### src/include/aesSboxTables.svh
/*
 * AES S-box tables, forward and inverse
 * byte 0 of each table sits in the top eight bits
 */
`ifndef AES_SBOX_TABLES_SVH
`define AES_SBOX_TABLES_SVH

localparam logic [2047:0] SBOX_FWD = {
	128'h637c777bf26b6fc53001672bfed7ab76,
	128'hca82c97dfa5947f0add4a2af9ca472c0,
	128'hb7fd9326363ff7cc34a5e5f171d83115,
	128'h04c723c31896059a071280e2eb27b275,
	128'h09832c1a1b6e5aa0523bd6b329e32f84,
	128'h53d100ed20fcb15b6acbbe394a4c58cf,
	128'hd0efaafb434d338545f9027f503c9fa8,
	128'h51a3408f929d38f5bcb6da2110fff3d2,
	128'hcd0c13ec5f974417c4a77e3d645d1973,
	128'h60814fdc222a908846eeb814de5e0bdb,
	128'he0323a0a4906245cc2d3ac629195e479,
	128'he7c8376d8dd54ea96c56f4ea657aae08,
	128'hba78252e1ca6b4c6e8dd741f4bbd8b8a,
	128'h703eb5664803f60e613557b986c11d9e,
	128'he1f8981169d98e949b1e87e9ce5528df,
	128'h8ca1890dbfe6426841992d0fb054bb16
};

localparam logic [2047:0] SBOX_INV = {
	128'h52096ad53036a538bf40a39e81f3d7fb,
	128'h7ce339829b2fff87348e4344c4dee9cb,
	128'h547b9432a6c2233dee4c950b42fac34e,
	128'h082ea16628d924b2765ba2496d8bd125,
	128'h72f8f66486689816d4a45ccc5d65b692,
	128'h6c704850fdedb9da5e154657a78d9d84,
	128'h90d8ab008cbcd30af7e45805b8b34506,
	128'hd02c1e8fca3f0f02c1afbd0301138a6b,
	128'h3a9111414f67dcea97f2cfcef0b4e673,
	128'h96ac7422e7ad3585e2f937e81c75df6e,
	128'h47f11a711d29c5896fb7620eaa18be1b,
	128'hfc563e4bc6d279209adbc0fe78cd5af4,
	128'h1fdda8338807c731b11210592780ec5f,
	128'h60517fa919b54a0d2de57a9f93c99cef,
	128'ha0e03b4dae2af5b0c8ebbb3c83539961,
	128'h172b047eba77d626e169146355210c7d
};

`endif

### src/design/aesAlgoPkg.sv
/*
 * AES-128 algorithm package
 * constants, the state word and the byte-level helper functions
 */
package aesAlgoPkg;

	localparam int BLOCK_BITS = 128;
	localparam int BYTE_BITS = 8;
	localparam int NUM_ROUNDS = 10;
	localparam int ROUND_IDX_BITS = 4;

	// x^8 + x^4 + x^3 + x + 1 with the top bit dropped
	localparam logic [BYTE_BITS-1:0] GF_POLY_LOW = 8'h1b;

	`include "aesSboxTables.svh"

	// round constants for rounds 1 to 10, round 1 in the top byte
	localparam logic [NUM_ROUNDS*BYTE_BITS-1:0] RCON = 80'h01020408102040801b36;

	typedef logic [ROUND_IDX_BITS-1:0] roundIdx_t;

	localparam roundIdx_t LAST_ROUND = roundIdx_t'(NUM_ROUNDS);

	// byte 0 and column 0 are the leftmost, as in the FIPS-197 byte order
	typedef union packed {
		logic [0:15][BYTE_BITS-1:0] bytes;
		logic [0:3][4*BYTE_BITS-1:0] cols;
	} aesState_u;

	function automatic logic [BYTE_BITS-1:0] subByte(input logic [BYTE_BITS-1:0] b);
		return SBOX_FWD[BYTE_BITS * (2 ** BYTE_BITS - 1 - int'(b)) +: BYTE_BITS];
	endfunction

	function automatic logic [BYTE_BITS-1:0] invSubByte(input logic [BYTE_BITS-1:0] b);
		return SBOX_INV[BYTE_BITS * (2 ** BYTE_BITS - 1 - int'(b)) +: BYTE_BITS];
	endfunction

	// multiply by x in GF(2^8)
	function automatic logic [BYTE_BITS-1:0] gfDouble(input logic [BYTE_BITS-1:0] b);
		return {b[BYTE_BITS-2:0], 1'b0} ^ (b[BYTE_BITS-1] ? GF_POLY_LOW : '0);
	endfunction

	function automatic logic [4*BYTE_BITS-1:0] subWord(input logic [4*BYTE_BITS-1:0] w);
		logic [4*BYTE_BITS-1:0] res;
		for (int i = 0; i < 4; i++) begin
			res[BYTE_BITS*i +: BYTE_BITS] = subByte(w[BYTE_BITS*i +: BYTE_BITS]);
		end
		return res;
	endfunction

	// valid for rounds 1 to 10
	function automatic logic [BYTE_BITS-1:0] rconByte(input roundIdx_t r);
		return RCON[BYTE_BITS * (NUM_ROUNDS - int'(r)) +: BYTE_BITS];
	endfunction

endpackage

### src/design/cipherIfPkg.sv
/*
 * block cipher interface package
 * request, response and key-load words passed between the cipher blocks
 */
package cipherIfPkg;

	import aesAlgoPkg::*;

	// one block to process, its valid flag travels beside it
	typedef struct packed {
		logic [BLOCK_BITS-1:0] data;
		logic decrypt;
	} blockReq_s;

	typedef struct packed {
		logic [BLOCK_BITS-1:0] data;
	} blockRsp_s;

	// cipher key, always accepted when its valid is high
	typedef struct packed {
		logic [BLOCK_BITS-1:0] key;
	} keyLoad_s;

endpackage

### src/design/aesKeySchedule.sv
/*
 * AES-128 key expansion
 * builds the eleven round keys one per clock and keeps them for lookup
 */
`timescale 1ns/1ps

module aesKeySchedule
	import aesAlgoPkg::*;
	import cipherIfPkg::*;
(
	input logic clk,
	input logic rst,
	input logic load,
	input keyLoad_s key,
	input roundIdx_t keyIdx,
	output aesState_u roundKey,
	output logic keyReady
);

	aesState_u keyMem [0:NUM_ROUNDS];
	aesState_u prevKey;
	aesState_u nextKey;
	roundIdx_t genRnd;
	logic generating;
	logic [31:0] keyTemp;

	// RotWord then SubWord on the last column, plus the round constant
	assign keyTemp = subWord({prevKey.cols[3][23:0], prevKey.cols[3][31:24]}) ^
		{rconByte(genRnd), 24'h0};

	always_comb begin
		nextKey.cols[0] = prevKey.cols[0] ^ keyTemp;
		for (int c = 1; c < 4; c++) begin
			nextKey.cols[c] = prevKey.cols[c] ^ nextKey.cols[c-1];
		end
	end

	always_ff @(posedge clk) begin
		if (rst) begin
			generating <= 1'b0;
			keyReady <= 1'b0;
			genRnd <= '0;
		end else if (load) begin
			generating <= 1'b1;
			keyReady <= 1'b0;
			genRnd <= roundIdx_t'(1);
		end else if (generating) begin
			if (genRnd == LAST_ROUND) begin
				generating <= 1'b0;
				keyReady <= 1'b1;
			end else begin
				genRnd <= genRnd + 1'b1;
			end
		end
	end

	always_ff @(posedge clk) begin
		if (load) begin
			keyMem[0] <= key.key;
			prevKey <= key.key;
		end else if (generating) begin
			keyMem[genRnd] <= nextKey;
			prevKey <= nextKey;
		end
	end

	assign roundKey = keyMem[keyIdx];

endmodule

### config.mk
export PLATFORM = sky130hd
export DESIGN_NAME = aesKeySchedule
export DESIGN_NICKNAME = d
export VERILOG_FILES = /design/src/design/aesAlgoPkg.sv /design/src/design/cipherIfPkg.sv /design/src/design/aesKeySchedule.sv
export VERILOG_INCLUDE_DIRS = /design/src /design/src/include
export SDC_FILE = /design/constraint.sdc
export NUM_CORES = 2
export LEC_CHECK = 0
export ABC_AREA = 1
export BUFFER_PORTS_ARGS = -buffer_cell sky130_fd_sc_hd__buf_2
export CORE_ASPECT_RATIO = 2
export CORE_MARGIN = 10
export CORE_UTILIZATION = 65
export DETAILED_ROUTE_END_ITERATION = 8
export GPL_TIMING_DRIVEN = 0
export PLACE_DENSITY_LB_ADDON = 0.12
export SLEW_MARGIN = 10
export SYNTH_ARGS = -nofsm -noshare
export SYNTH_HDL_FRONTEND = slang
export SYNTH_SLANG_ARGS = --single-unit
### constraint.sdc
create_clock -name clk -period 25.6 [get_ports clk]
set_input_delay 3.84 -clock clk [delete_from_list [all_inputs] [get_ports clk]]
set_output_delay 3.84 -clock clk [all_outputs]
set_load 0.05 [all_outputs]
==> flow_metrics.tcl, run 1 <==
set metrics [dict create \
    outcome "did not finish" \
    lastStage "global routing" \
    tool.error "[ERROR GRT-0116] Global routing finished with congestion. Check the congestion regions in the DRC Viewer." \
    synth-edff-count 1536 \
    synth_nets 7904 \
    cts_hold_buf 0 \
    synth_seq_cells 1542 \
    grt_pass1_wl_um 629000 \
    gp_congestion 1.24 \
    synth_top_family_by_area "simple AND/OR/NAND/NOR gates" \
    overflow 59 \
    ys_seq_area_frac 0.614 \
    row_count 176 \
    ys_types 38 \
    synth_cells 7707 \
    synth-compound-area-share 0.112 \
    ioPinCount 264 \
    grt_usage 0.679 \
    netlist_area_mm2 0.0753 \
    port_buffers 259 \
    ys.flop_type "edfxtp_1" \
    die_h_um 501 \
    yosys.area_share.simple 0.218 \
    grt_pass1_vias 82600 \
    start_util 0.655 \
    post_cts_buffers 0 \
    cts_sinks 1542 \
    root_buffer "clkbuf_16" \
    numCtsBuffers 116 \
    cts_max_level 3 \
    ys_async_sr_fraction 0 \
    cts_resized 0 \
    synth.area.top_cells "edfxtp_1, nand3_1, nand2_1, o21ai_0, nor2_1" \
    die_w_um 261 \
    synth_top_cell_area_share 0.613 \
    dpl.hpwl_um 267000 \
    yosysWarnings 0 \
    synth_largest_area_cell "edfxtp_1" \
    grt_max_degree 49 \
    synth.area.mux_share 0 \
    synth_xor_xnor_area_share 0.00103 \
    synthAdderAreaFrac 0.0103 \
    cts_buffer_depth 3 \
    syn_area_per_cell_um2 9.77 \
]
## per-stage QoR
stage	util	cells	instance area (µm²)	setup slack [ns]	hold slack, ns
after CTS	0.735	9822	84500	13.35	0.519
after detailed placement	0.702	9604	80600	13.61	0.507
after global placement	0.683	9479	78500	3.20	0.509
after floorplan	-	7707	75300	11.50	0.470
## cells in the mapped netlist, types with 62 or more instances
| cell type | instances |
|---|---|
| nand2_1 | 1589 |
| edfxtp_1 | 1536 |
| nand3_1 | 1433 |
| o21ai_0 | 935 |
| nor2_1 | 677 |
| clkbuf_1 | 350 |
| inv_1 | 231 |
| o211ai_1 | 142 |
| o22ai_1 | 128 |
| o221ai_1 | 115 |
| a21oi_1 | 98 |
| buf_2 | 94 |
| buf_1 | 64 |
| ha_1 | 62 |
## kinds of logic after synthesis
group                    count (synthesis)
adder cells (fa/ha/maj)                 62
flip-flops                            1542
buffers and inverters                  806
AO/OA/AOI/OAI                         1482
AND/OR/NAND/NOR                       3807
XOR/XNOR                                 8
## per-layer routing
metal | GRT usage | GRT overflow
met2 | 0.882 | 25
met3 | 0.508 | 1
met1 | 0.641 | 0
met5 | 0.171 | 0
met4 | 0.708 | 33
==> run 2: changes to the inputs <==
CORE_ASPECT_RATIO = default   (was 2)
CORE_UTILIZATION = 40   (was 65)
PLACE_DENSITY_LB_ADDON = 0.15   (was 0.12)
==> run 2 against run 1 <==
  * The flow now finishes, with violations (capacitance limit)
  * Synthesized area stayed put
  * Synthesized cell count stayed put
==> flow_metrics.tcl, run 2 <==
set metrics [dict create \
    outcome "complete, but fails checks" \
    violations "capacitance limit" \
    routed_wl_um 371000 \
    cts_tree "built" \
    start_kind "primary input" \
    cts_resized 0 \
    regMostFlops "keyMem" \
    finalSetupViolations 0 \
    ys_seq_area_frac 0.614 \
    yosysMostFrequentCell "nand2_1" \
    ioPinCount 264 \
    synth.area.top_cells "edfxtp_1, nand3_1, nand2_1, o21ai_0, nor2_1" \
    path_max_fanout 10 \
    wl_per_cell_um 34.1 \
    slew_viol_final 0 \
    layout-drive-gt1-share 0.107 \
    drv_cap 1 \
    dieArea_mm2 0.206 \
    cts_sinks 1542 \
    synth_seq_cells 1542 \
    peakVddDrop_mv 0.0740 \
    path_clk_slew_ns 0.06 \
    mostFrequentLayoutCell "nand2_1" \
    slew-limit-headroom 0.00165 \
    criticalPathCategory "in2out" \
    synth_nets 7904 \
    layout_common_cells "nand2_1, edfxtp_1, nand3_1" \
    crit_required_ns 21.76 \
    synth_top_cell_area_share 0.613 \
    numCtsBuffers 155 \
    start_util 0.402 \
    clk-insertion-delay-late_ns 0.82 \
    die_h_um 454 \
    gp_congestion 1.00 \
    tightestPinTransition_ns 1.48 \
    grt_max_degree 57 \
    row_count 159 \
    rr_startpoint "prevKey[24]$_DFFE_PP_" \
    cts_hold_buf 0 \
    critPathSlowestCell "o21ai_0" \
    ys_async_sr_fraction 0 \
    antenna_found_initial 13 \
    tns_ns 0 \
    yosysWarnings 0 \
    power_density_mw_per_mm2 92.7 \
    grt_pass1_wl_um 509000 \
    dr.pass1.iters 9 \
    synthTopCellsByCount "nand2_1, edfxtp_1, nand3_1" \
    netlist_area_mm2 0.0753 \
    post_cts_buffers 0 \
    grt_pass1_vias 63000 \
    core-area_mm2 0.187 \
    root_buffer "clkbuf_16" \
    worstSetupStartpoint "keyIdx[1]" \
    fillers 17900 \
    arrival_ns 8.20 \
    end_kind "output port" \
    fmax_mhz 83.1 \
    drt_drc_violations_left 0 \
    syn_area_per_cell_um2 9.77 \
    synth-edff-count 1536 \
    synthToLayoutAreaGrowth_pct 15.6 \
    dp_cells 10600 \
    synth_largest_area_cell "edfxtp_1" \
    slowest_delay_ns 1.15 \
    ys.flop_type "edfxtp_1" \
    rsz0062_at_grt "false" \
    path_cells "clkbuf_1 -> inv_1 -> clkbuf_1 -> clkbuf_1 -> o21ai_0 -> o221ai_1 -> o21ai_0 -> o21ai_0 -> buf_2" \
    hp-class "reg2reg" \
    via_per_inst 6.14 \
    final_nets 8464 \
    ant_nets 0 \
    overflow 0 \
    skew_ns 0.0496 \
    fin_crit_ns 12.04 \
    critPathTopFamily "buffers and inverters" \
    die_w_um 454 \
    cts_max_level 4 \
    synth_cells 7707 \
    p_leak_nw 32.0 \
    fin_cells 10900 \
    min_from "generating$_SDFF_PP0_" \
    num_vias 66900 \
    dpl.hpwl_um 273000 \
    largest_registers "keyMem: 1408 flops, prevKey: 128 flops, genRnd: 4 flops" \
    grt_usage 0.349 \
    hold_violations 0 \
    finalCritPeriodShare 0.470 \
    r2r_cells 19 \
    drt-initial-drc-count 9392 \
    dpl_cell_area_mm2 0.0823 \
    largest_reg_flops 1408 \
    final_area_mm2 0.0870 \
    port_buffers 259 \
    critPathBufInv 5 \
    path_depth 9 \
    ys_types 38 \
    min_path_cells 2 \
    cts_buffer_depth 3 \
]
## run 2: cell counts after synthesis
No cell type changed its count.
## run 2: path summary, 6_finish.rpt
check / endpoint / slack (ns)
setup / recovery: roundKey[64] / 13.56
hold / removal: keyReady$_SDFFE_PP0P_ / 0.51
setup reg to reg: keyMem[10][7]$_DFFE_PP_ / 19.39
hold reg to reg: keyReady$_SDFFE_PP0P_ / 0.51
## run 2: tightest hold or removal path: cells and delay by family, from the launching register on
family,cells,cell delay (ns)
AOI/OAI and AO/OA,1,0.05
and+or+nand+nor,1,0.08
DFF,1,0.32
## run 2: logic make-up (layout without fill, tap and decap cells)
logic type | after synthesis | after routing | share of synthesized area
AOI/OAI and AO/OA | 1482 | 1482 | 0.112
xor gates and xnor gates | 8 | 8 | 0.00103
adders and majority gates | 62 | 62 | 0.0103
buffers and inverters | 806 | 1483 | 0.0442
DFF | 1542 | 1542 | 0.614
other | 0 | 13 | 0
and+or+nand+nor | 3807 | 3807 | 0.218
## run 2: final cells by class
cell class | count | area, µm² | share of cell area
Sequential cell | 1542 | 46200 | 0.532
Antenna cell | 13 | 32.5 | 0.000374
Inverter | 258 | 971 | 0.0112
Clock buffer | 180 | 3970 | 0.0457
Timing Repair Buffer | 403 | 3640 | 0.0418
Multi-Input combinational cell | 5359 | 25900 | 0.298
Tap cell | 2495 | 3120 | 0.0359
Clock inverter | 94 | 724 | 0.00833
Buffer | 548 | 2380 | 0.0273
## run 2: power by group
part	switching (mW)	internal (mW)	total, mW
Combinational	2.22	0.646	2.87
Sequential	0.0663	2.96	3.03
Clock	0.999	1.18	2.17
Total	3.29	4.78	8.07
## run 2: layer usage
metal | part of all wire | global-route usage
met4 | 0.072 | 0.206
met1 | 0.39 | 0.456
met5 | 0.000030 | 0
met2 | 0.44 | 0.536
met3 | 0.093 | 0.0721
## run 2: per-stage QoR
step	hold WS [ns]	total power, mW	worst slack (ns)	util
after floorplan	0.470	4.58	11.50	-
after global placement	0.492	5.83	0.104	0.425
after detailed placement	0.494	5.83	13.58	0.439
after CTS	0.509	7.97	13.58	0.464
after global routing	0.536	8.31	13.60	0.464
final	0.514	8.07	13.56	0.464
(Power assumes the default switching activity.)
