### src/include/aesSboxTables.svh
/*
 * AES S-box tables, forward and inverse
 * byte 0 of each table sits in the top eight bits
 */
`ifndef AES_SBOX_TABLES_SVH
`define AES_SBOX_TABLES_SVH

localparam logic [2047:0] SBOX_FWD = {
	128'h637c777bf26b6fc53001672bfed7ab76,
	128'hca82c97dfa5947f0add4a2af9ca472c0,
	128'hb7fd9326363ff7cc34a5e5f171d83115,
	128'h04c723c31896059a071280e2eb27b275,
	128'h09832c1a1b6e5aa0523bd6b329e32f84,
	128'h53d100ed20fcb15b6acbbe394a4c58cf,
	128'hd0efaafb434d338545f9027f503c9fa8,
	128'h51a3408f929d38f5bcb6da2110fff3d2,
	128'hcd0c13ec5f974417c4a77e3d645d1973,
	128'h60814fdc222a908846eeb814de5e0bdb,
	128'he0323a0a4906245cc2d3ac629195e479,
	128'he7c8376d8dd54ea96c56f4ea657aae08,
	128'hba78252e1ca6b4c6e8dd741f4bbd8b8a,
	128'h703eb5664803f60e613557b986c11d9e,
	128'he1f8981169d98e949b1e87e9ce5528df,
	128'h8ca1890dbfe6426841992d0fb054bb16
};

localparam logic [2047:0] SBOX_INV = {
	128'h52096ad53036a538bf40a39e81f3d7fb,
	128'h7ce339829b2fff87348e4344c4dee9cb,
	128'h547b9432a6c2233dee4c950b42fac34e,
	128'h082ea16628d924b2765ba2496d8bd125,
	128'h72f8f66486689816d4a45ccc5d65b692,
	128'h6c704850fdedb9da5e154657a78d9d84,
	128'h90d8ab008cbcd30af7e45805b8b34506,
	128'hd02c1e8fca3f0f02c1afbd0301138a6b,
	128'h3a9111414f67dcea97f2cfcef0b4e673,
	128'h96ac7422e7ad3585e2f937e81c75df6e,
	128'h47f11a711d29c5896fb7620eaa18be1b,
	128'hfc563e4bc6d279209adbc0fe78cd5af4,
	128'h1fdda8338807c731b11210592780ec5f,
	128'h60517fa919b54a0d2de57a9f93c99cef,
	128'ha0e03b4dae2af5b0c8ebbb3c83539961,
	128'h172b047eba77d626e169146355210c7d
};

`endif

### src/design/aesAlgoPkg.sv
/*
 * AES-128 algorithm package
 * constants, the state word and the byte-level helper functions
 */
package aesAlgoPkg;

	localparam int BLOCK_BITS = 128;
	localparam int BYTE_BITS = 8;
	localparam int NUM_ROUNDS = 10;
	localparam int ROUND_IDX_BITS = 4;

	// x^8 + x^4 + x^3 + x + 1 with the top bit dropped
	localparam logic [BYTE_BITS-1:0] GF_POLY_LOW = 8'h1b;

	`include "aesSboxTables.svh"

	// round constants for rounds 1 to 10, round 1 in the top byte
	localparam logic [NUM_ROUNDS*BYTE_BITS-1:0] RCON = 80'h01020408102040801b36;

	typedef logic [ROUND_IDX_BITS-1:0] roundIdx_t;

	localparam roundIdx_t LAST_ROUND = roundIdx_t'(NUM_ROUNDS);

	// byte 0 and column 0 are the leftmost, as in the FIPS-197 byte order
	typedef union packed {
		logic [0:15][BYTE_BITS-1:0] bytes;
		logic [0:3][4*BYTE_BITS-1:0] cols;
	} aesState_u;

	function automatic logic [BYTE_BITS-1:0] subByte(input logic [BYTE_BITS-1:0] b);
		return SBOX_FWD[BYTE_BITS * (2 ** BYTE_BITS - 1 - int'(b)) +: BYTE_BITS];
	endfunction

	function automatic logic [BYTE_BITS-1:0] invSubByte(input logic [BYTE_BITS-1:0] b);
		return SBOX_INV[BYTE_BITS * (2 ** BYTE_BITS - 1 - int'(b)) +: BYTE_BITS];
	endfunction

	// multiply by x in GF(2^8)
	function automatic logic [BYTE_BITS-1:0] gfDouble(input logic [BYTE_BITS-1:0] b);
		return {b[BYTE_BITS-2:0], 1'b0} ^ (b[BYTE_BITS-1] ? GF_POLY_LOW : '0);
	endfunction

	function automatic logic [4*BYTE_BITS-1:0] subWord(input logic [4*BYTE_BITS-1:0] w);
		logic [4*BYTE_BITS-1:0] res;
		for (int i = 0; i < 4; i++) begin
			res[BYTE_BITS*i +: BYTE_BITS] = subByte(w[BYTE_BITS*i +: BYTE_BITS]);
		end
		return res;
	endfunction

	// valid for rounds 1 to 10
	function automatic logic [BYTE_BITS-1:0] rconByte(input roundIdx_t r);
		return RCON[BYTE_BITS * (NUM_ROUNDS - int'(r)) +: BYTE_BITS];
	endfunction

endpackage

### src/design/cipherIfPkg.sv
/*
 * block cipher interface package
 * request, response and key-load words passed between the cipher blocks
 */
package cipherIfPkg;

	import aesAlgoPkg::*;

	// one block to process, its valid flag travels beside it
	typedef struct packed {
		logic [BLOCK_BITS-1:0] data;
		logic decrypt;
	} blockReq_s;

	typedef struct packed {
		logic [BLOCK_BITS-1:0] data;
	} blockRsp_s;

	// cipher key, always accepted when its valid is high
	typedef struct packed {
		logic [BLOCK_BITS-1:0] key;
	} keyLoad_s;

endpackage

### src/design/aesCbcChain.sv
/*
 * CBC chaining around the round engine
 * whitens blocks in and out, tracks the chain value and gates requests
 */
`timescale 1ns/1ps

module aesCbcChain
	import aesAlgoPkg::*;
	import cipherIfPkg::*;
(
	input logic clk,
	input logic rst,
	input logic keyLoadValid,
	input logic keyReady,
	input logic reqValid,
	input blockReq_s req,
	input logic engBusy,
	input logic engDone,
	input blockRsp_s engRsp,
	output logic blockReady,
	output logic engStart,
	output blockReq_s engReq,
	output logic rspValid,
	output blockRsp_s rsp
);

	logic [BLOCK_BITS-1:0] chainVal;
	logic [BLOCK_BITS-1:0] chainNow;
	logic [BLOCK_BITS-1:0] outMask;
	logic curDecrypt;

	// a ciphertext finishing this cycle is already the chain value for a new block
	assign chainNow = (engDone && !curDecrypt) ? engRsp.data : chainVal;

	// a key load in the same cycle would change the keys under a new block
	assign blockReady = keyReady && !engBusy && !keyLoadValid;
	assign engStart = reqValid && blockReady;

	assign engReq.data = req.decrypt ? req.data : req.data ^ chainNow;
	assign engReq.decrypt = req.decrypt;

	always_ff @(posedge clk) begin
		if (rst) begin
			chainVal <= '0;
			curDecrypt <= 1'b0;
		end else begin
			if (keyLoadValid) begin
				chainVal <= '0;
			end else if (engStart && req.decrypt) begin
				chainVal <= req.data;
			end else begin
				chainVal <= chainNow;
			end
			if (engStart) begin
				curDecrypt <= req.decrypt;
			end
		end
	end

	// decryption XORs the previous ciphertext into the plain output
	always_ff @(posedge clk) begin
		if (engStart) begin
			outMask <= req.decrypt ? chainNow : '0;
		end
	end

	assign rspValid = engDone;
	assign rsp.data = engRsp.data ^ outMask;

endmodule

### config.mk
export PLATFORM = sky130hd
export DESIGN_NAME = aesCbcChain
export DESIGN_NICKNAME = d
export VERILOG_FILES = /design/src/design/aesAlgoPkg.sv /design/src/design/cipherIfPkg.sv /design/src/design/aesCbcChain.sv
export VERILOG_INCLUDE_DIRS = /design/src /design/src/include
export SDC_FILE = /design/constraint.sdc
export NUM_CORES = 1
export LEC_CHECK = 0
export BUFFER_PORTS_ARGS = -buffer_cell sky130_fd_sc_hd__buf_2
export CAP_MARGIN = 30
export CORE_MARGIN = 10
export CORE_UTILIZATION = 45
export DETAILED_ROUTE_END_ITERATION = 16
export GPL_ROUTABILITY_DRIVEN = 0
export HOLD_SLACK_MARGIN = 0.06
export PLACE_DENSITY = 0.72
export SYNTH_ARGS = -nofsm -noshare
export SYNTH_HDL_FRONTEND = slang
export SYNTH_SLANG_ARGS = --single-unit
### constraint.sdc
create_clock -name clk -period 3.2 [get_ports clk]
set_input_delay 0.32 -clock clk [delete_from_list [all_inputs] [get_ports clk]]
set_output_delay 0.32 -clock clk [all_outputs]
set_load 0.05 [all_outputs]
# Word level (Yosys, flattened, before mapping)
# Cells that the tools add are included.
# totals
reg_bits	257
input_bits	264
# classes
muxes	3
reduce_logical	9
n_bitwise	2
# ops
operator	count
128-bit 2-to-1 mux	3
128-bit bitwise XOR	2
1-bit logical AND	5
1-bit zero test	3
2-bit OR reduction	1

# Longest topological paths before layout
# Gate-level depths: netlist of the first run.
# depth
word_depth	6
mapped_depth	6
depth_no_buf	3

# Worst setup path before layout of the first run
# Ideal clock, no wire load.
# synth_path
path_type	input-to-reg
from	input engBusy
to	register outMask[0], enable pin
path_stages	3
path_buffers	2
arrival_ns	2.546
setup_time_ns	0.445
required_time_ns	2.755
slack_ns	0.209
path_cell_list	nor4bb_1 -> buf_2 -> buf_2
# synth_between
elab_chain_len	4
# synth_lines
element	line_no	rtl
start: declaration	aesCbcChain.sv:17	input logic engBusy,
1-bit zero test	aesCbcChain.sv:36	assign blockReady = keyReady && !engBusy && !keyLoadValid;
1-bit logical AND (2 in series)	aesCbcChain.sv:36	
1-bit logical AND	aesCbcChain.sv:37	assign engStart = reqValid && blockReady;
net engStart	aesCbcChain.sv:21	output logic engStart,
end signal: assignment	aesCbcChain.sv:63	outMask <= req.decrypt ? chainNow : '0;
end: declaration	aesCbcChain.sv:29	logic [BLOCK_BITS-1:0] outMask;
# The timed path passes the listed nets, and every way through them passes these cells.
# A chain may end at the register's enable or synchronous reset.

==> impl_metrics.ini, run 1 <==
[pwr]
power.density_nw_per_um2 = 495
p_leak_nw = 8.14
peakVddDrop_v = 0.000441

[global_route]
antenna_found_initial = 9
grt_max_degree = 131
grt_pass1_wl_um = 84400
grt_overflow_total = 0
grt_util_all_layers_pct = 23.9
grt_pass1_vias = 14000

[worst_setup_path]
timing_worst_setup_path_type = flip-flop to output pin
reg2reg_depth = 5
rrSetupSlack_ns = 0.92
worst_path_max_delay_cell = buf_4
critPathCapture = engReq[114]
worst-path-buf-inv = 2
cp-startpoint = curDecrypt
cp_slowest_stage_delay_ns = 0.69
worstPathRequired_ns = 2.88
endpoint_kind = output pin
worstPathArrival_ns = 2.58
crit_fanout = 75
cp_num_cells = 5
start_kind = flip-flop
path_cells = nand2b_4 > buf_4 > a31oi_1 > xnor2_1 > buf_2
cp_top_family = buffers and inverters
timing.rr.end = outMask[21]
r2r_start = curDecrypt

[sta]
setup_tns_ns = 0
rsz0062_at_grt = false
fmax_ghz = 0.345
setup_viol_count_final = 0
min_period_over_period_pct = 90.6
fin_skew_ns = 0.00992
period_needed_ns = 2.90
relSlewSlack_pct = 25.1
worst_pin_slew_ns = 1.12
finalHoldViolCount = 0
final-max-slew-violation-count = 0
worst_slack_ns = 0.300

[clock_tree]
root_buffer = clkbuf_16
clockBufferDepth = 3
cts_tree = yes
ctsResizeCount = 0
clkSlewWorstSetupHoldPaths_ns = 0.06
cts_sinks = 257
numCtsBuffers = 29
clk_latency_ns = 0.55
cts_max_level = 1
cts_setup_buffers = 0

[die]
die-width_um = 207
initial_utilization_pct = 45.6
die-area_um2 = 42900
num_rows = 68
coreArea_um2 = 34500
die_y_um = 207
ioPinCount = 524

[drt]
post_drt_wl_per_cell_um = 23.3
drt_pass1_iterations = 5
via_count = 13700
vias_per_cell = 5.78
drt_wl_total_um = 55200
drt_iter0_markers = 983
final_antenna_net_count = 0
drc_errors = 0

[placed_design]
dpl.hpwl_um = 37800
port_buffers = 523
dpl_worst_slack_ns = 0.534

[synth]
syn_nets = 1712
syn_avg_cell_area_um2 = 10.9
synth.ff_latch_count = 257
synth_warnings = 0
seq_area_frac_synth_pct = 40.8
synthesis.area_um2 = 15800
synthCells = 1448
yosysUniqueCellTypes = 26

[cells_and_area]
syn_to_final_growth_pct = 24.9
fill_cells = 2991
nNetsFinal = 2144
drive_above_1_share_pct = 39.0
finish.utilization_pct = 57.0

[job]
max_cap_viol_count = 0

[worst_hold_path]
min_path_type = input port to flip-flop

[status]
status = complete, no violations
==> report_power, final <==
| part | switching (mW) | internal [mW] |
|---|---|---|
| Combinational | 1.93 | 0.764 |
| Sequential | 0.0434 | 3.54 |
| Clock | 1.40 | 2.07 |
| Total | 3.37 | 6.38 |
==> cell families (layout without fill, tap and decap cells) <==
kind of cell / count (synthesis) / count (layout) / synth area share, %
flip-flops: 257 / 257 / 40.8
AND/OR/NAND/NOR: 390 / 390 / 14.5
AO/OA/AOI/OAI: 257 / 257 / 17.2
other: 0 / 8 / 0
multiplexers: 129 / 129 / 8.19
XOR/XNOR: 256 / 256 / 14.2
buffers and inverters: 159 / 614 / 5.08
==> tightest hold or removal path, delay by kind of cell <==
family	cells	cell delay (ns)
buffers and inverters	1	0.12
and+or+nand+nor	1	0.08
AOI/OAI and AO/OA	1	0.07
==> repair_timing <==
action                                  4_1_cts  5_1_grt
hold endpoints to repair                      1        0
hold buffers                                  1        0
endpoints found under the setup margin        0        0
==> placed cells by master, fill, tap and decap left out, types with 2 or more instances in the layout <==
| master | instances |
|---|---|
| buf_12 | 16 |
| a221oi_2 | 126 |
| a31oi_1 | 128 |
| nor4bb_1 | 125 |
| diode_2 | 8 |
| edfxtp_1 | 128 |
| dfxtp_1 | 128 |
| nor2_1 | 256 |
| mux2i_1 | 129 |
| bufinv_16 | 3 |
| clkbuf_1 | 5 |
| inv_6 | 2 |
| xor2_1 | 128 |
| buf_2 | 521 |
| and4bb_2 | 3 |
| clkbuf_8 | 7 |
| clkinv_2 | 5 |
| clkinvlp_4 | 2 |
| xnor2_1 | 128 |
| buf_4 | 20 |
| clkbuf_16 | 29 |
==> synth_stat cells <==
| master | instances | area, um2 |
|---|---|---|
| nor2b_1 | 1 | 6.26 |
| nor3b_1 | 1 | 7.51 |
| buf_6 | 18 | 203 |
| nand2_1 | 1 | 3.75 |
| a221oi_2 | 126 | 1890 |
| clkinv_1 | 1 | 3.75 |
| nor2_1 | 256 | 961 |
| nand2b_1 | 1 | 6.26 |
| dfxtp_1 | 129 | 2580 |
| clkbuf_2 | 1 | 5.00 |
| and4bb_2 | 3 | 37.5 |
| a21oi_1 | 1 | 5.00 |
| nor4bb_1 | 126 | 1260 |
| a31o_2 | 1 | 8.76 |
| xor2_1 | 128 | 1120 |
| xnor2_1 | 128 | 1120 |
| buf_1 | 2 | 7.51 |
| buf_4 | 3 | 22.5 |
| a31oi_1 | 128 | 801 |
| edfxtp_1 | 128 | 3840 |
| inv_1 | 1 | 3.75 |
| mux2i_1 | 129 | 1290 |
| buf_2 | 45 | 225 |
| or2_2 | 1 | 6.26 |
| clkbuf_1 | 88 | 330 |
| a221oi_1 | 1 | 8.76 |
==> worst min path at each step <==
stage | from | to | slack [ns] | depth (start not counted)
3_3_place_gp | chainVal[64] | chainVal[64] | 0.53 | 2
3_5_place_dp | rst | curDecrypt | 0.56 | 2
4_1_cts | req[128] | chainVal[127] | 0.06 | 3
6_report | req[128] | chainVal[127] | 0.09 | 3
2_1_floorplan | rst | curDecrypt | 0.39 | 1
5_1_grt | req[127] | chainVal[126] | 0.08 | 3
==> state kept, by name, indices dropped and copies added (netlist names) <==
| name | flops |
|---|---|
| curDecrypt | 1 |
| outMask | 128 |
| chainVal | 128 |
==> metrics by stage <==
stage	cells	area [um2]	power, mW	hold WS, ns
after floorplan	1448	15800	5.54	0.392
after global placement	2303	18700	6.33	0.532
after detailed placement	2303	18700	6.35	0.565
after CTS	2358	19700	9.84	0.0611
after global routing	2364	19700	10.1	0.0810
final	2366	19700	9.75	0.0939
==> layer usage <==
layer	share of wire [%]	track usage (%)	vias up
li1	-	-	6303
met5	0.024	0	-
met3	8.8	6.02	90
met4	2.8	7.85	2
met1	40	30.0	6572
met2	49	39.4	708
==> layout make-up <==
type	count	area, um2	area share (%)
sequential	257	6430	32.6
clock inverter	13	156	0.794
tap	455	569	2.89
antenna	8	20.0	0.102
multi-input combinational	1032	8580	43.5
inverter	2	15.0	0.0762
timing repair buffer	558	3090	15.7
clock buffer	41	841	4.27
No activity file was read; power rests on OpenSTA's default activity.
==> run 2, diff against run 1 <==
CORE_ASPECT_RATIO = 0.5   (was default)
HOLD_SLACK_MARGIN = 0.03   (was 0.06)
==> impl_metrics.ini, run 2 (synthesis results as in run 1) <==
[status]
status = complete, no violations

[cells_and_area]
drive_above_1_share_pct = 38.9
final_common_cell = buf_2
nNetsFinal = 2143
finish.utilization_pct = 57.1
ff_latch_area_um2 = 6430
multi_input_area_um2 = 8580
top_regs = chainVal: 128 flops, outMask: 128 flops, curDecrypt: 1 flops
syn_to_final_growth_pct = 25.1
layout_common_cells = 521 x buf_2, 256 x nor2_1, 129 x mux2i_1
fill_cells = 3083
fin_cells = 2385

[sta]
worst_pin_slew_ns = 0.711
setup_viol_count_final = 0
rsz0062_at_grt = false
relSlewSlack_pct = 52.6
min_period_over_period_pct = 84.1
period_needed_ns = 2.69
setup_tns_ns = 0
fmax_ghz = 0.371
finalHoldViolCount = 0
final-max-slew-violation-count = 0
fin_skew_ns = 0.00816

[worst_hold_path]
min_path_type = input port to flip-flop

[worst_setup_path]
start_kind = flip-flop
rrSetupSlack_ns = 1.02
worstPathRequired_ns = 2.88
endpoint_kind = output pin
path_cells = nand2b_4 > buf_4 > a31oi_1 > xnor2_1 > buf_2
worstPathArrival_ns = 2.37
cp_slowest_stage_delay_ns = 0.38
cp_top_family = buffers and inverters
worst-path-buf-inv = 2
timing_worst_setup_path_type = flip-flop to output pin
worst_path_max_delay_cell = nand2b_4
crit_fanout = 27

[die]
die-width_um = 285
die_y_um = 152
ioPinCount = 524
initial_utilization_pct = 45.7
coreArea_um2 = 34500
num_rows = 48
die-area_um2 = 43400

[clock_tree]
cts_sinks = 257
clkSlewWorstSetupHoldPaths_ns = 0.07
clk_latency_ns = 0.55
clockBufferDepth = 3
numCtsBuffers = 27
root_buffer = clkbuf_16
cts_setup_buffers = 0
cts_max_level = 1
cts_tree = yes

[global_route]
grtUsageMet1_pct = 27.7
grt_pass1_vias = 13700
top_usage_layer = met2
grt_use_met3_pct = 3.07
grt_pass1_wl_um = 83600
grt_util_all_layers_pct = 23.8
grt_max_degree = 131
grt.met2_usage_pct = 43.6
grt_overflow_total = 0
antenna_found_initial = 12

[pwr]
power.density_nw_per_um2 = 489
peakVddDrop_v = 0.000299
p_leak_nw = 8.12

[drt]
drt_iter0_markers = 1060
vias_per_cell = 5.77
via_count = 13800
drc_errors = 0
final_antenna_net_count = 0
drt_wl_total_um = 55500
post_drt_wl_per_cell_um = 23.3
drt_pass1_iterations = 5

[job]
max_cap_viol_count = 0

[placed_design]
dpl.hpwl_um = 38200
port_buffers = 523
dpl.cell_count = 2324
run 2: power breakdown:
part | internal [mW] | switching (mW) | total (mW) | leakage (nW)
Clock | 1.94 | 1.43 | 3.36 | 0.449
Combinational | 0.770 | 1.93 | 2.70 | 5.36
Sequential | 3.54 | 0.0407 | 3.58 | 2.31
Total | 6.25 | 3.40 | 9.64 | 8.12
run 2: area by class of cell:
type | count | area share (%)
inverter | 2 | 0.0761
clock buffer | 35 | 3.89
antenna | 11 | 0.140
tap | 475 | 3.01
multi-input combinational | 1032 | 43.5
timing repair buffer | 559 | 16.0
clock inverter | 14 | 0.787
sequential | 257 | 32.6
run 2: worst min-delay path, cell delays in order:
cell	delay [ns]
buf_2	0.11
nor2_1	0.08
a221oi_1	0.07
run 2: timing repair:
action                                 CTS  global route
hold buffers                             1             0
resized for setup                        0             0
endpoints found under the hold margin    1             0
run 2: through the flow:
| stage | setup slack (ns) | hold slack, ns | power [mW] | instance area, um2 |
|---|---|---|---|---|
| after floorplan | 0.209 | 0.392 | 5.54 | 15800 |
| after global placement | 0.763 | 0.534 | 6.33 | 18800 |
| after detailed placement | 0.747 | 0.527 | 6.35 | 18800 |
| after CTS | 0.479 | 0.0735 | 9.70 | 19700 |
| after global routing | 0.395 | 0.0956 | 9.99 | 19700 |
| final | 0.508 | 0.0930 | 9.64 | 19700 |
run 2: path summary, 6_finish.rpt:
| check | from | to | cells after the start |
|---|---|---|---|
| max | curDecrypt | engReq[105] | 5 |
| min | req[128] | chainVal[127] | 3 |
| max reg2reg | curDecrypt | outMask[81] | 5 |
| min reg2reg | chainVal[0] | outMask[0] | 2 |
run 2: layer usage:
| layer | part of all wire [%] | up-vias | wire length (um) |
|---|---|---|---|
| li1 | - | 6317 | - |
| met4 | 3.9 | 2 | 2170 |
| met2 | 53 | 512 | 29500 |
| met3 | 5.1 | 133 | 2850 |
| met5 | 0.023 | - | 13 |
| met1 | 38 | 6788 | 21000 |
==> run 3, diff against run 2 <==
clock period = 2.58 ns   (was 3.2 ns; I/O delays follow)
==> impl_metrics.ini, run 3 (synthesis results as in run 1) <==
[status]
status = complete, no violations

[sta]
rsz0062_at_grt = false
setup_tns_ns = 0
fmax_ghz = 0.405
whs_ns = 0.0426
fin_skew_ns = 0.0162
worst_pin_slew_ns = 0.560
period_needed_ns = 2.47
finalHoldViolCount = 0
setup_viol_count_final = 0
final-max-slew-violation-count = 0
relSlewSlack_pct = 62.7
worst_slack_ns = 0.113
min_period_over_period_pct = 95.6

[drt]
drt_iter0_markers = 1001
final_antenna_net_count = 0
post_drt_wl_per_cell_um = 23.3
drt_pass1_iterations = 5
drt_wl_total_um = 56600
drc_errors = 0
vias_per_cell = 5.74
via_count = 13900

[clock_tree]
clk_latency_ns = 0.55
cts_tree = yes
cts_max_level = 1
numCtsBuffers = 26
root_buffer = clkbuf_16
clkSlewWorstSetupHoldPaths_ns = 0.07
cts_setup_buffers = 0
clockBufferDepth = 3
cts_sinks = 257

[worst_setup_path]
crit_fanout = 63
start_kind = flip-flop
timing_worst_setup_path_type = flip-flop to output pin
worst_path_max_delay_cell = dfxtp_4
cp_slowest_stage_delay_ns = 0.38
path_cells = buf_12 > and4bb_2 > a31oi_1 > xnor2_1 > buf_2
endpoint_kind = output pin
worstPathRequired_ns = 2.32
worstPathArrival_ns = 2.21

[global_route]
antenna_found_initial = 10
grtUsageMet1_pct = 28.6
grt_overflow_total = 0
top_usage_layer = met2
grt_pass1_vias = 14000
grt_use_met3_pct = 3.07
grt_max_degree = 72
grt.met2_usage_pct = 43.6
grt_util_all_layers_pct = 24.3
grt_pass1_wl_um = 85400

[cells_and_area]
finish.utilization_pct = 58.3
fill_cells = 2989
drive_above_1_share_pct = 38.3
final_common_cell = buf_2
nNetsFinal = 2188
top_regs = chainVal: 128 flops, outMask: 128 flops, curDecrypt: 1 flops
layout_common_cells = 521 x buf_2, 256 x nor2_1, 129 x mux2i_1
syn_to_final_growth_pct = 27.7

[pwr]
power.density_nw_per_um2 = 585
peakVddDrop_v = 0.000346
power_mw = 11.8
p_leak_nw = 8.30

[placed_design]
dpl_worst_slack_ns = 0.370
port_buffers = 523
dpl.hpwl_um = 39500

[job]
max_cap_viol_count = 0

[die]
ioPinCount = 524
die-width_um = 285
die-area_um2 = 43400
coreArea_um2 = 34500
num_rows = 48
initial_utilization_pct = 45.7
die_y_um = 152

[worst_hold_path]
min_path_type = input port to flip-flop
run 3: cell count changes in the layout (fill, tap and decap cells not counted), moves of 2 or more:
cell / previous run / this run
buf_4: 16 / 23
buf_12: 21 / 24
clkbuf_8: 2 / 5
dlygate4sd3_1: 1 / 37
clkinv_2: 6 / 2
clkbuf_1: 4 / 6
clkbuf_16: 29 / 26
run 3: critical path, delay by kind of cell (launching register included):
kind,cells,cell delay (ns)
buf+inv,2,0.57
flops,1,0.38
simple gates,1,0.27
compound gates,1,0.24
xor+xnor,1,0.16
run 3: layer usage:
layer / share of wire (%) / up-vias
met4: 4.5 / 0
met2: 52 / 490
met5: 0 / -
met3: 4.2 / 152
met1: 39 / 6901
li1: - / 6384
run 3: report_power, final:
part | internal [mW] | leakage (nW) | switching, mW
sequential | 4.39 | 2.31 | 0.0509
clock | 2.20 | 0.408 | 1.71
combinational | 1.01 | 5.58 | 2.43
run 3: timing repair:
| item | CTS | global route |
|---|---|---|
| hold endpoints to repair | 37 | 0 |
| resized for setup | 0 | 1 |
| endpoints found under the setup margin | 0 | 1 |
| hold buffers | 37 | 0 |
run 3: metrics by stage:
stage / instances / cell area (um2)
after floorplan: 1448 / 15800
after global placement: 2334 / 18900
after detailed placement: 2334 / 18900
after CTS: 2416 / 20100
after global routing: 2426 / 20100
final: 2426 / 20100
run 3: final timing paths:
check	depth (start not counted)	startpoint	slack (ns)	endpoint
worst max-delay path	5	curDecrypt	0.11	engReq[127]
worst min-delay path	3	req[128]	0.04	chainVal[127]
worst max register to register	5	curDecrypt	0.68	outMask[124]
worst min register to register	2	chainVal[64]	0.56	chainVal[64]
run 3: area by class of cell:
cell class	instances	area, um2	area share [%]
Clock buffer	37	742	3.69
Sequential cell	257	6430	31.9
Tap cell	475	594	2.95
Timing Repair Buffer	605	3630	18.0
Inverter	2	15.0	0.0746
Antenna cell	10	25.0	0.124
Clock inverter	8	105	0.522
Multi-Input combinational cell	1032	8580	42.7
